[src/include/dds_params.svh]
`ifndef DDS_PARAMS_SVH
`define DDS_PARAMS_SVH

////////////////////////////////////////
// datapath widths
////////////////////////////////////////

`define PHASE_W      32   // phase accumulator
`define SAMPLE_W     12   // signed two's complement samples
`define PHASE_IDX_W  12   // top accumulator bits used as waveform index
`define TABLE_AW     6    // quarter-wave table, 64 entries

////////////////////////////////////////
// slow rates, in CLK_25MHZ cycles
////////////////////////////////////////

`define BIT_DIV      1000 // one LFSR step per period
`define SAMPLE_DIV   70   // one scope record per period

////////////////////////////////////////
// prbs generator
////////////////////////////////////////

`define LFSR_W       5
`define LFSR_SEED    1
// x^5 + x^3 + 1, feedback from these two state bits
`define LFSR_TAP_A   4
`define LFSR_TAP_B   2

`endif

[src/include/sine_quarter_table.svh]
`ifndef SINE_QUARTER_TABLE_SVH
`define SINE_QUARTER_TABLE_SVH

// first quadrant of the sine, full scale 2047
// entry a holds sin((2a+1) * pi / 256), i.e. sampled at half-step centres,
// so mirroring the address for quadrants 1 and 3 gives a symmetric wave
// with no repeated peak or zero sample

localparam logic [`SAMPLE_W-1:0] sine_quarter_lut [2**`TABLE_AW] = '{
   12'd25,   12'd75,   12'd126,  12'd176,   // 0..3
   12'd226,  12'd275,  12'd325,  12'd375,   // 4..7
   12'd424,  12'd473,  12'd522,  12'd570,   // 8..11
   12'd618,  12'd666,  12'd713,  12'd760,   // 12..15
   12'd807,  12'd852,  12'd898,  12'd943,   // 16..19
   12'd987,  12'd1031, 12'd1074, 12'd1116,  // 20..23
   12'd1158, 12'd1199, 12'd1239, 12'd1279,  // 24..27
   12'd1318, 12'd1356, 12'd1393, 12'd1430,  // 28..31
   12'd1465, 12'd1500, 12'd1533, 12'd1566,  // 32..35
   12'd1598, 12'd1629, 12'd1659, 12'd1688,  // 36..39
   12'd1716, 12'd1743, 12'd1769, 12'd1793,  // 40..43
   12'd1817, 12'd1840, 12'd1861, 12'd1881,  // 44..47
   12'd1901, 12'd1919, 12'd1936, 12'd1951,  // 48..51
   12'd1966, 12'd1979, 12'd1992, 12'd2003,  // 52..55
   12'd2012, 12'd2021, 12'd2028, 12'd2035,  // 56..59
   12'd2039, 12'd2043, 12'd2046, 12'd2047   // 60..63
};

// peak is 2047 so the negated lower half never reaches -2048
// and a BPSK flip of the cosine cannot overflow

`endif

[src/design/dds_pkg.sv]
package dds_pkg;

`include "dds_params.svh"
`include "sine_quarter_table.svh"

   ////////////////////////////////////////
   // scalar types
   ////////////////////////////////////////

   typedef logic signed [`SAMPLE_W-1:0] sample_t;
   typedef logic [`PHASE_W-1:0]         phase_t;
   typedef logic [`PHASE_IDX_W-1:0]     phase_idx_t;
   typedef logic [`LFSR_W-1:0]          lfsr_t;

   typedef enum logic [1:0] {WAVE_SIN, WAVE_COS, WAVE_SAW, WAVE_SQU} wave_sel_t;

   // KEY_OFF sits in the old FSK slot and gives zero
   typedef enum logic [1:0] {KEY_ASK, KEY_OFF, KEY_BPSK, KEY_RAW} key_sel_t;

   ////////////////////////////////////////
   // records
   ////////////////////////////////////////

   typedef struct packed {
      sample_t    sin;
      sample_t    cos;
      sample_t    saw;
      sample_t    squ;
      phase_idx_t phase_idx;   // index all four waves came from
   } carrier_set_t;

   typedef struct packed {
      sample_t    wave;        // selected carrier
      sample_t    keyed;       // modulated output
      phase_idx_t phase_idx;
      lfsr_t      lfsr;
   } scope_sample_t;

   // first-quadrant magnitude lookup
   function automatic logic [`SAMPLE_W-1:0] quarter_sine(input logic [`TABLE_AW-1:0] addr);
      return sine_quarter_lut[addr];
   endfunction

endpackage

[src/design/carrier_dds.sv]
`timescale 1ns/1ps
`include "dds_params.svh"

module carrier_dds (
   input  logic                  CLK_25MHZ,
   input  logic                  reset_from_key,
   input  dds_pkg::phase_t       phase_inc,
   output dds_pkg::carrier_set_t carriers
);

   import dds_pkg::*;

   localparam sample_t    squ_hi       = sample_t'(2**(`SAMPLE_W-1) - 1);   // +2047
   localparam sample_t    squ_lo       = sample_t'(2**(`SAMPLE_W-1));       // -2048
   localparam phase_idx_t quarter_turn = phase_idx_t'(1) << (`PHASE_IDX_W-2);

   phase_t     phase;
   phase_idx_t idx;

   // full sine from the quarter table
   // quadrant from the two top index bits, address from the next six
   function automatic sample_t sine_at(input phase_idx_t i);
      logic [1:0]           quad;
      logic [`TABLE_AW-1:0] addr;
      sample_t              mag;
      quad = i[`PHASE_IDX_W-1 -: 2];
      addr = i[`PHASE_IDX_W-3 -: `TABLE_AW];
      if (quad[0])
      begin
         addr = ~addr;   // falling half of the hump
      end
      mag = sample_t'(quarter_sine(addr));
      return quad[1] ? -mag : mag;
   endfunction

   ////////////////////////////////////////
   // phase accumulator
   ////////////////////////////////////////

   always_ff @(posedge CLK_25MHZ)
   begin
      if (reset_from_key)
      begin
         phase <= '0;
      end
      else
      begin
         phase <= phase + phase_inc;   // wraps mod 2^32
      end
   end

   assign idx = phase[`PHASE_W-1 -: `PHASE_IDX_W];

   ////////////////////////////////////////
   // waveform register, one cycle behind phase
   ////////////////////////////////////////

   always_ff @(posedge CLK_25MHZ)
   begin
      carriers.sin       <= sine_at(idx);
      carriers.cos       <= sine_at(idx + quarter_turn);   // 90 degrees ahead
      carriers.saw       <= sample_t'({~idx[`PHASE_IDX_W-1], idx[`PHASE_IDX_W-2:0]});
      carriers.squ       <= idx[`PHASE_IDX_W-1] ? squ_lo : squ_hi;
      carriers.phase_idx <= idx;   // tag travels with its waves
   end

   // square sits on the rail that matches the sign of the sine
   squ_on_rails: assert property (@(posedge CLK_25MHZ) disable iff (reset_from_key)
      carriers.squ == ((carriers.sin > 0) ? squ_hi : squ_lo));

endmodule

[src/design/prbs_bit_source.sv]
`timescale 1ns/1ps
`include "dds_params.svh"

module prbs_bit_source (
   input  logic           CLK_25MHZ,
   input  logic           reset_from_key,
   output dds_pkg::lfsr_t lfsr
);

   import dds_pkg::*;

   localparam int cnt_w = $clog2(`BIT_DIV);

   logic [cnt_w-1:0] bit_cnt;
   logic             bit_tick;
   logic             feedback;

   ////////////////////////////////////////
   // bit-rate tick
   ////////////////////////////////////////

   assign bit_tick = (bit_cnt == cnt_w'(`BIT_DIV - 1));

   always_ff @(posedge CLK_25MHZ)
   begin
      if (reset_from_key)
      begin
         bit_cnt <= '0;
      end
      else if (bit_tick)
      begin
         bit_cnt <= '0;
      end
      else
      begin
         bit_cnt <= bit_cnt + 1'b1;
      end
   end

   ////////////////////////////////////////
   // 5-bit maximal length shift register
   ////////////////////////////////////////

   assign feedback = lfsr[`LFSR_TAP_A] ^ lfsr[`LFSR_TAP_B];   // period 31

   always_ff @(posedge CLK_25MHZ)
   begin
      if (reset_from_key)
      begin
         lfsr <= lfsr_t'(`LFSR_SEED);
      end
      else if (bit_tick)
      begin
         lfsr <= {lfsr[`LFSR_W-2:0], feedback};   // data bit shows up in bit 0
      end
   end

   // all-zero state would lock the generator up
   lfsr_not_stuck: assert property (@(posedge CLK_25MHZ) disable iff (reset_from_key)
      lfsr != '0);

endmodule

[src/design/keying_modulator.sv]
`timescale 1ns/1ps
`include "dds_params.svh"

module keying_modulator (
   input  logic                   CLK_25MHZ,
   input  logic                   reset_from_key,
   input  dds_pkg::carrier_set_t  carriers,
   input  dds_pkg::lfsr_t         lfsr,
   input  dds_pkg::wave_sel_t     wave_sel,
   input  dds_pkg::key_sel_t      key_sel,
   output logic                   sample_valid,
   output dds_pkg::scope_sample_t scope
);

   import dds_pkg::*;

   localparam int cnt_w = $clog2(`SAMPLE_DIV);

   sample_t          wave;
   sample_t          keyed;
   sample_t          raw_level;
   logic             data_bit;
   logic [cnt_w-1:0] smp_cnt;
   logic             smp_tick;

   ////////////////////////////////////////
   // carrier select and keying
   ////////////////////////////////////////

   assign data_bit  = lfsr[0];
   // raw state parked in bits 10..6, sign bit clear
   assign raw_level = {1'b0, lfsr, {(`SAMPLE_W - 1 - `LFSR_W){1'b0}}};

   always_comb
   begin
      case (wave_sel)
         WAVE_SIN: wave = carriers.sin;
         WAVE_COS: wave = carriers.cos;
         WAVE_SAW: wave = carriers.saw;
         default:  wave = carriers.squ;
      endcase
   end

   always_comb
   begin
      case (key_sel)
         KEY_ASK:  keyed = data_bit ? carriers.cos : '0;              // on/off keying
         KEY_BPSK: keyed = data_bit ? carriers.cos : -carriers.cos;   // 180 degree flip
         KEY_RAW:  keyed = raw_level;
         default:  keyed = '0;                                        // old FSK slot
      endcase
   end

   ////////////////////////////////////////
   // decimation to scope rate
   ////////////////////////////////////////

   assign smp_tick = (smp_cnt == cnt_w'(`SAMPLE_DIV - 1));

   always_ff @(posedge CLK_25MHZ)
   begin
      if (reset_from_key)
      begin
         smp_cnt      <= '0;
         sample_valid <= 1'b0;
      end
      else
      begin
         smp_cnt      <= smp_tick ? '0 : smp_cnt + 1'b1;
         sample_valid <= smp_tick;   // single-cycle strobe
      end
   end

   // all four fields from the same carrier set and lfsr state
   always_ff @(posedge CLK_25MHZ)
   begin
      if (reset_from_key)
      begin
         scope <= '0;
      end
      else if (smp_tick)
      begin
         scope.wave      <= wave;
         scope.keyed     <= keyed;
         scope.phase_idx <= carriers.phase_idx;
         scope.lfsr      <= lfsr;
      end
   end

   // strobe never stretches, so no record is seen twice
   valid_is_pulse: assert property (@(posedge CLK_25MHZ) disable iff (reset_from_key)
      sample_valid |=> !sample_valid);

endmodule

[src/design/dds_keying_top.sv]
`timescale 1ns/1ps

module dds_keying_top (
   input  logic                   CLK_25MHZ,
   input  logic                   reset_from_key,
   input  dds_pkg::phase_t        phase_inc,
   input  dds_pkg::wave_sel_t     wave_sel,
   input  dds_pkg::key_sel_t      key_sel,
   output logic                   sample_valid,
   output dds_pkg::scope_sample_t scope
);

   import dds_pkg::*;

   carrier_set_t carriers;   // level, valid every cycle
   lfsr_t        lfsr;       // level, steps on bit ticks

   ////////////////////////////////////////
   // carrier generation
   ////////////////////////////////////////

   carrier_dds u_carrier_dds (
      .CLK_25MHZ      (CLK_25MHZ),
      .reset_from_key (reset_from_key),
      .phase_inc      (phase_inc),
      .carriers       (carriers)
   );

   prbs_bit_source u_prbs_bit_source (
      .CLK_25MHZ      (CLK_25MHZ),
      .reset_from_key (reset_from_key),
      .lfsr           (lfsr)
   );

   ////////////////////////////////////////
   // keying and scope samples
   ////////////////////////////////////////

   keying_modulator u_keying_modulator (
      .CLK_25MHZ      (CLK_25MHZ),
      .reset_from_key (reset_from_key),
      .carriers       (carriers),
      .lfsr           (lfsr),
      .wave_sel       (wave_sel),
      .key_sel        (key_sel),
      .sample_valid   (sample_valid),
      .scope          (scope)
   );

endmodule

[config.mk]
export PLATFORM = sky130hd
export DESIGN_NAME = dds_keying_top
export DESIGN_NICKNAME = d
export VERILOG_FILES = /design/src/design/dds_pkg.sv /design/src/design/carrier_dds.sv /design/src/design/prbs_bit_source.sv /design/src/design/keying_modulator.sv /design/src/design/dds_keying_top.sv
export VERILOG_INCLUDE_DIRS = /design/src /design/src/include
export SDC_FILE = /design/constraint.sdc
export NUM_CORES = 1
export LEC_CHECK = 0
export BUFFER_PORTS_ARGS = -buffer_cell sky130_fd_sc_hd__buf_2
export CORE_ASPECT_RATIO = 0.9
export CORE_MARGIN = 5
export CORE_UTILIZATION = 35
export DETAILED_ROUTE_END_ITERATION = 7
export GPL_TIMING_DRIVEN = 1
export PLACE_DENSITY = 0.61
export SYNTH_ARGS = -nofsm -noshare
export SYNTH_HDL_FRONTEND = slang
export SYNTH_SLANG_ARGS = --single-unit
[constraint.sdc]
create_clock -name CLK_25MHZ -period 3.83 [get_ports CLK_25MHZ]
set_input_delay 0.383 -clock CLK_25MHZ [delete_from_list [all_inputs] [get_ports CLK_25MHZ]]
set_output_delay 0.383 -clock CLK_25MHZ [all_outputs]
set_load 0.005 [all_outputs]
==> results of run 1 <==
## routing by layer
metal	wire length, um	share of wire (%)	track usage (%)	up-vias
met1	15750	44	30.88	4782
li1	-	-	-	4802
met4	1143	3.2	7.425	0
met5	0	0	0	-
met2	15420	43	33.66	567
met3	3617	10	5.802	93
## report_power, final
part	internal [uW]	switching [uW]	total (uW)	leakage [uW]
clock	1050	614	1660	0.000287
combinational	2280	4080	6350	0.00303
sequential	1770	373	2140	0.00110
## final cells by class
type	count	area share, %
multi-input combinational	1032	58.20
sequential	133	24.47
tap	354	4.059
inverter	22	0.7568
clock inverter	10	1.353
timing repair buffer	123	6.995
clock buffer	22	4.162
## critical path: stages, from the launching register on
cell and delay [ns]:
dfxtp_2 0.68, buf_4 0.28, buf_4 0.20, nand2_1 0.20
o31ai_1 0.14, a32oi_1 0.08, o211ai_1 0.15, mux2i_1 0.12
a32o_1 0.28, inv_1 0.07, ha_1 0.20, o311ai_1 0.15
nor4_2 0.33, a31oi_1 0.13, xnor2_1 0.15
## logic make-up (layout without fill, tap and decap cells)
group	Yosys count	in the layout	share of synthesized area [%]
buffers and inverters	125	177	6.014
AND/OR/NAND/NOR	460	460	22.18
XOR/XNOR	60	60	5.558
AO/OA/AOI/OAI	448	448	30.45
flip-flops	133	133	27.76
multiplexers	26	26	3.001
adder cells (fa/ha/maj)	38	38	5.036
## worst paths after layout
kind,startpoint,endpoint,slack (ns),depth (start not counted)
setup reg to reg,u_carrier_dds.phase[27],u_carrier_dds.carriers[44],0.54,14
setup / recovery,u_carrier_dds.phase[27],u_carrier_dds.carriers[44],0.54,14
hold / removal,phase_inc[0],u_carrier_dds.phase[0],0.30,3
hold reg to reg,u_carrier_dds.phase[23],u_carrier_dds.carriers[27],0.36,0
## sequential cells by signal, summed over array words and instances, names as in the netlist
name / count
u_carrier_dds.carriers: 37
u_carrier_dds.phase: 32
u_keying_modulator.sample_valid: 1
u_keying_modulator.scope: 41
u_keying_modulator.smp_cnt: 7
u_prbs_bit_source.bit_cnt: 10
u_prbs_bit_source.lfsr: 5
## cells in the final DEF (no fill, tap or decap), types with 26 or more instances in the layout
master / Yosys / routed
nor2_1: 151 / 151
xnor2_1: 37 / 37
nand2_1: 141 / 141
a21oi_1: 123 / 123
nor3_1: 31 / 31
dfxtp_1: 133 / 127
buf_4: 7 / 41
o21ai_0: 96 / 96
buf_2: 41 / 79
ha_1: 37 / 37
nand2b_1: 26 / 26
## per-stage QoR
| step | hold WS [ns] | area, um^2 | power, uW | util [%] |
|---|---|---|---|---|
| floorplan | 0.3290 | 9590 | 6396 | - |
| global placement | 0.3444 | 10310 | 8363 | 38.14 |
| detailed placement | 0.3512 | 10310 | 8276 | 38.14 |
| CTS | 0.2906 | 10910 | 9976 | 40.37 |
| global route | 0.3242 | 10910 | 10730 | 40.37 |
| finish | 0.2972 | 10910 | 10160 | 40.37 |
==> impl_metrics.yaml, run 1 <==
pwr:
  p_per_area_nw_per_um2: 931.2
  ir_worst_vdd_mv: 0.3496
  p_leak_uw: 0.004410
route:
  first_pass_iters: 6
  route.detailed.drc: 0
  ant_nets: 0
  num_vias: 10240
  wirelength_mm: 35.94
  drtIter0Drc: 1254
  wl_per_cell_um: 21.19
  via_per_inst: 6.040
yosys:
  netlist_instances: 1290
  postSynthAreaPerCell_um2: 7.434
  yosysMostFrequentCell: "nor2_1"
  post-synth-top-area-cell: "dfxtp_1"
  async_reset_ff_share_pct: 0
  synth_top_area_share_pct: 27.76
  synth_commonest_cells: "nor2_1, nand2_1, dfxtp_1"
  synth_nets: 1366
  yosysWarnings: 0
  synth_edf_count: 0
  ys_seq_area_share_pct: 27.76
  ys_types: 89
  synthesis.area_um2: 9590
  ys_ff_latch: 133
  yosys_most_used_dff: "dfxtp_1"
  ys_top_cells_by_area: "dfxtp_1, a21oi_1, nor2_1"
timing:
  worstMarginPinSlew_ns: 0.8851
  relSlewSlack_pct: 40.60
  finClkSkew_ns: 0.01275
  fin_crit_sh_pct: 85.77
  max_freq_ghz: 0.3044
  period_needed_ns: 3.285
  drv_slew: 0
  fin_setup_tns_ns: 0
  rsz0062_at_grt: "false"
  setup_ws_ns: 0.5449
  setup_viol: 0
  hold_viol_final: 0
critical_path:
  cp_max_fo: 28
  required_ns: 4.12
  start_kind: "flop"
  critPathArrivalTime_ns: 3.58
  crit_type: "flop to flop"
  end_kind: "flop"
global_routing:
  grt-ovfl-total: 0
  grt_pass1_vias: 9368
  grt_pass1_wl_mm: 54.66
  antenna_found_initial: 0
  grt_use_total_pct: 22.29
  grt_max_degree: 84
clocking:
  cts_buffers: 17
  post_cts_buffers: 0
  hold_buffers: 0
  clock-sinks: 133
  cts_resized: 0
  clk_pin_slew_ns: 0.06
  clk-insertion-delay-late_ns: 0.42
  htreeDepth: 4
  clk_root_buffer_cell: "clkbuf_16"
  cts_tree: "yes"
  clk_path_buf_depth: 2
placement:
  hpwl_mm: 26.26
  post-place-ws_ns: 0.6583
  numPortBuffers: 79
  gp_congestion: 0.9955
  numPlacedInstances: 1664
die:
  coreArea_um2: 27030
  die_y_um: 167.0
  start_util_pct: 35.48
  ios: 80
  dieArea_um2: 30820
  rows: 57
  die_w_um: 184.5
worst_hold_path:
  min_path_type: "input port to flop"
final_layout:
  n_fill_cell: 2799
  nets: 1405
  drive_gt1_share_pct: 13.19
  antenna_cells: 0
  multi_input_comb_area_um2: 6351
  final-seq-area_um2: 2670
  stdcell_count: 1696
  synthToLayoutAreaGrowth_pct: 13.78
outcome:
  status: "complete, no violations"
run:
  maxCapViolations: 0
Note: power is estimated with default switching activity, not from simulation.
==> run 2: changes to the inputs <==
--- a/config.mk
+++ b/config.mk
@@ -9,10 +9,10 @@
 export BUFFER_PORTS_ARGS = -buffer_cell sky130_fd_sc_hd__buf_2
 export CORE_ASPECT_RATIO = 0.9
 export CORE_MARGIN = 5
-export CORE_UTILIZATION = 35
+export CORE_UTILIZATION = 45
 export DETAILED_ROUTE_END_ITERATION = 7
 export GPL_TIMING_DRIVEN = 1
-export PLACE_DENSITY = 0.61
+export PLACE_DENSITY = 0.73
 export SYNTH_ARGS = -nofsm -noshare
 export SYNTH_HDL_FRONTEND = slang
 export SYNTH_SLANG_ARGS = --single-unit
==> impl_metrics.yaml, run 2 (synthesized netlist as in run 1, its figures left out) <==
outcome:
  status: "complete, no violations"
timing:
  worstMarginPinSlew_ns: 0.9805
  relSlewSlack_pct: 34.39
  rsz0062_at_grt: "false"
  max_freq_ghz: 0.2885
  drv_slew: 0
  hold_viol_final: 0
  period_needed_ns: 3.466
  fin_setup_tns_ns: 0
  finClkSkew_ns: 0.01031
  whs_ns: 0.3102
  setup_ws_ns: 0.3642
  fin_crit_sh_pct: 90.49
  setup_viol: 0
global_routing:
  grt_pass1_vias: 9452
  grt_use_total_pct: 26.65
  antenna_found_initial: 2
  grt_max_degree: 87
  grt-ovfl-total: 0
  grt_pass1_wl_mm: 51.67
die:
  coreArea_um2: 20900
  start_util_pct: 45.90
  ios: 80
  die_w_um: 163.9
  die_y_um: 148.5
  dieArea_um2: 24340
  rows: 50
route:
  ant_nets: 0
  route.detailed.drc: 0
  wl_per_cell_um: 20.32
  first_pass_iters: 6
  num_vias: 10260
  drtIter0Drc: 1308
  via_per_inst: 6.309
  wirelength_mm: 33.06
critical_path:
  end_kind: "flop"
  crit_type: "flop to flop"
  crit_chain: "nor2b_1, a21oi_1, o211ai_1, mux2i_1, a32o_1, inv_1, ha_1, o311ai_1, nor4_2, a31oi_1, xnor2_1"
  cp_num_cells: 11
  r2r-end: "u_carrier_dds.carriers[44]"
  start_kind: "flop"
  critical_path.top_delay_family: "simple AND/OR/NAND/NOR gates"
  cp_slowest_cell: "dfxtp_2"
  reg2reg_slack_ns: 0.36
  rr_worst_depth: 11
  critical_path_buf_inv_count: 1
  endpoint: "u_carrier_dds.carriers[44]"
  crit_path_max_incr_delay_ns: 0.77
  worstSetupStartpoint: "u_carrier_dds.phase[28]"
  worstReg2RegStart: "u_carrier_dds.phase[28]"
  required_ns: 4.13
  cp_max_fo: 38
  critPathArrivalTime_ns: 3.76
worst_hold_path:
  hold_start: "phase_inc[0]"
  min_path_type: "input port to flop"
placement:
  post-place-ws_ns: 0.4644
  hpwl_mm: 23.77
  gp_congestion: 1.076
  numPortBuffers: 79
final_layout:
  regMostFlops: "u_keying_modulator.scope"
  nets: 1403
  synthToLayoutAreaGrowth_pct: 12.73
  largest_register_ffs: 41
  final_util_pct: 51.74
  top_regs: "u_keying_modulator.scope x41, u_carrier_dds.carriers x37, u_carrier_dds.phase x32"
  mostFrequentLayoutCell: "nor2_1"
  mostFrequentLayoutCells: "nor2_1, nand2_1, dfxtp_1"
  drive_gt1_share_pct: 13.22
pwr:
  p_leak_uw: 0.004403
  ir_worst_vdd_mv: 0.4466
  total_power_uw: 9925
  p_per_area_nw_per_um2: 918.0
clocking:
  cts_tree: "yes"
  cts_resized: 0
  clk_pin_slew_ns: 0.06
  clk_root_buffer_cell: "clkbuf_16"
  cts_buffers: 17
  clk-insertion-delay-late_ns: 0.42
  clock-sinks: 133
  post_cts_buffers: 0
  clk_path_buf_depth: 2
  hold_buffers: 0
  htreeDepth: 4
run:
  maxCapViolations: 0
-- run 2: metrics by stage --
step	cell area, um^2	std cells
3_5_place_dp	10220	1594
2_1_floorplan	9590	1290
3_3_place_gp	10220	1594
5_1_grt	10810	1627
4_1_cts	10810	1625
6_report	10810	1627
-- run 2: worst min-delay path, stage by stage --
cell and delay (ns):
buf_2 0.08, ha_1 0.11, nor2b_1 0.11
-- run 2: worst min-delay path by stage --
stage	end	slack [ns]	cells after the start
CTS	u_carrier_dds.phase[0]	0.30	3
floorplan	u_carrier_dds.carriers[11]	0.33	0
global route	u_carrier_dds.phase[0]	0.32	3
finish	u_carrier_dds.phase[0]	0.31	3
global placement	u_carrier_dds.carriers[27]	0.35	0
detailed placement	u_carrier_dds.carriers[27]	0.35	0
-- run 2: power breakdown --
group	leakage, uW	internal, uW	switching (uW)
Combinational	0.00302	2270	3880
Clock	0.000284	991	595
Sequential	0.00110	1770	421
Total	0.00440	5030	4900
-- run 2: layout make-up --
class | count | area (um^2)
antenna | 2 | 5.005
clock buffer | 20 | 456.7
clock inverter | 11 | 127.6
fill | 2025 | 10080
inverter | 22 | 82.58
multi-input combinational | 1032 | 6351
sequential | 133 | 2670
tap | 286 | 357.8
timing repair buffer | 121 | 760.7
-- run 2: routing by layer --
metal / vias up / track usage [%] / routed length [um]
met5: - / 0 / 0
met4: 0 / 12.16 / 1509
met3: 137 / 9.753 / 3979
met2: 637 / 39.07 / 13860
met1: 4694 / 34.90 / 13710
li1: 4796 / - / -
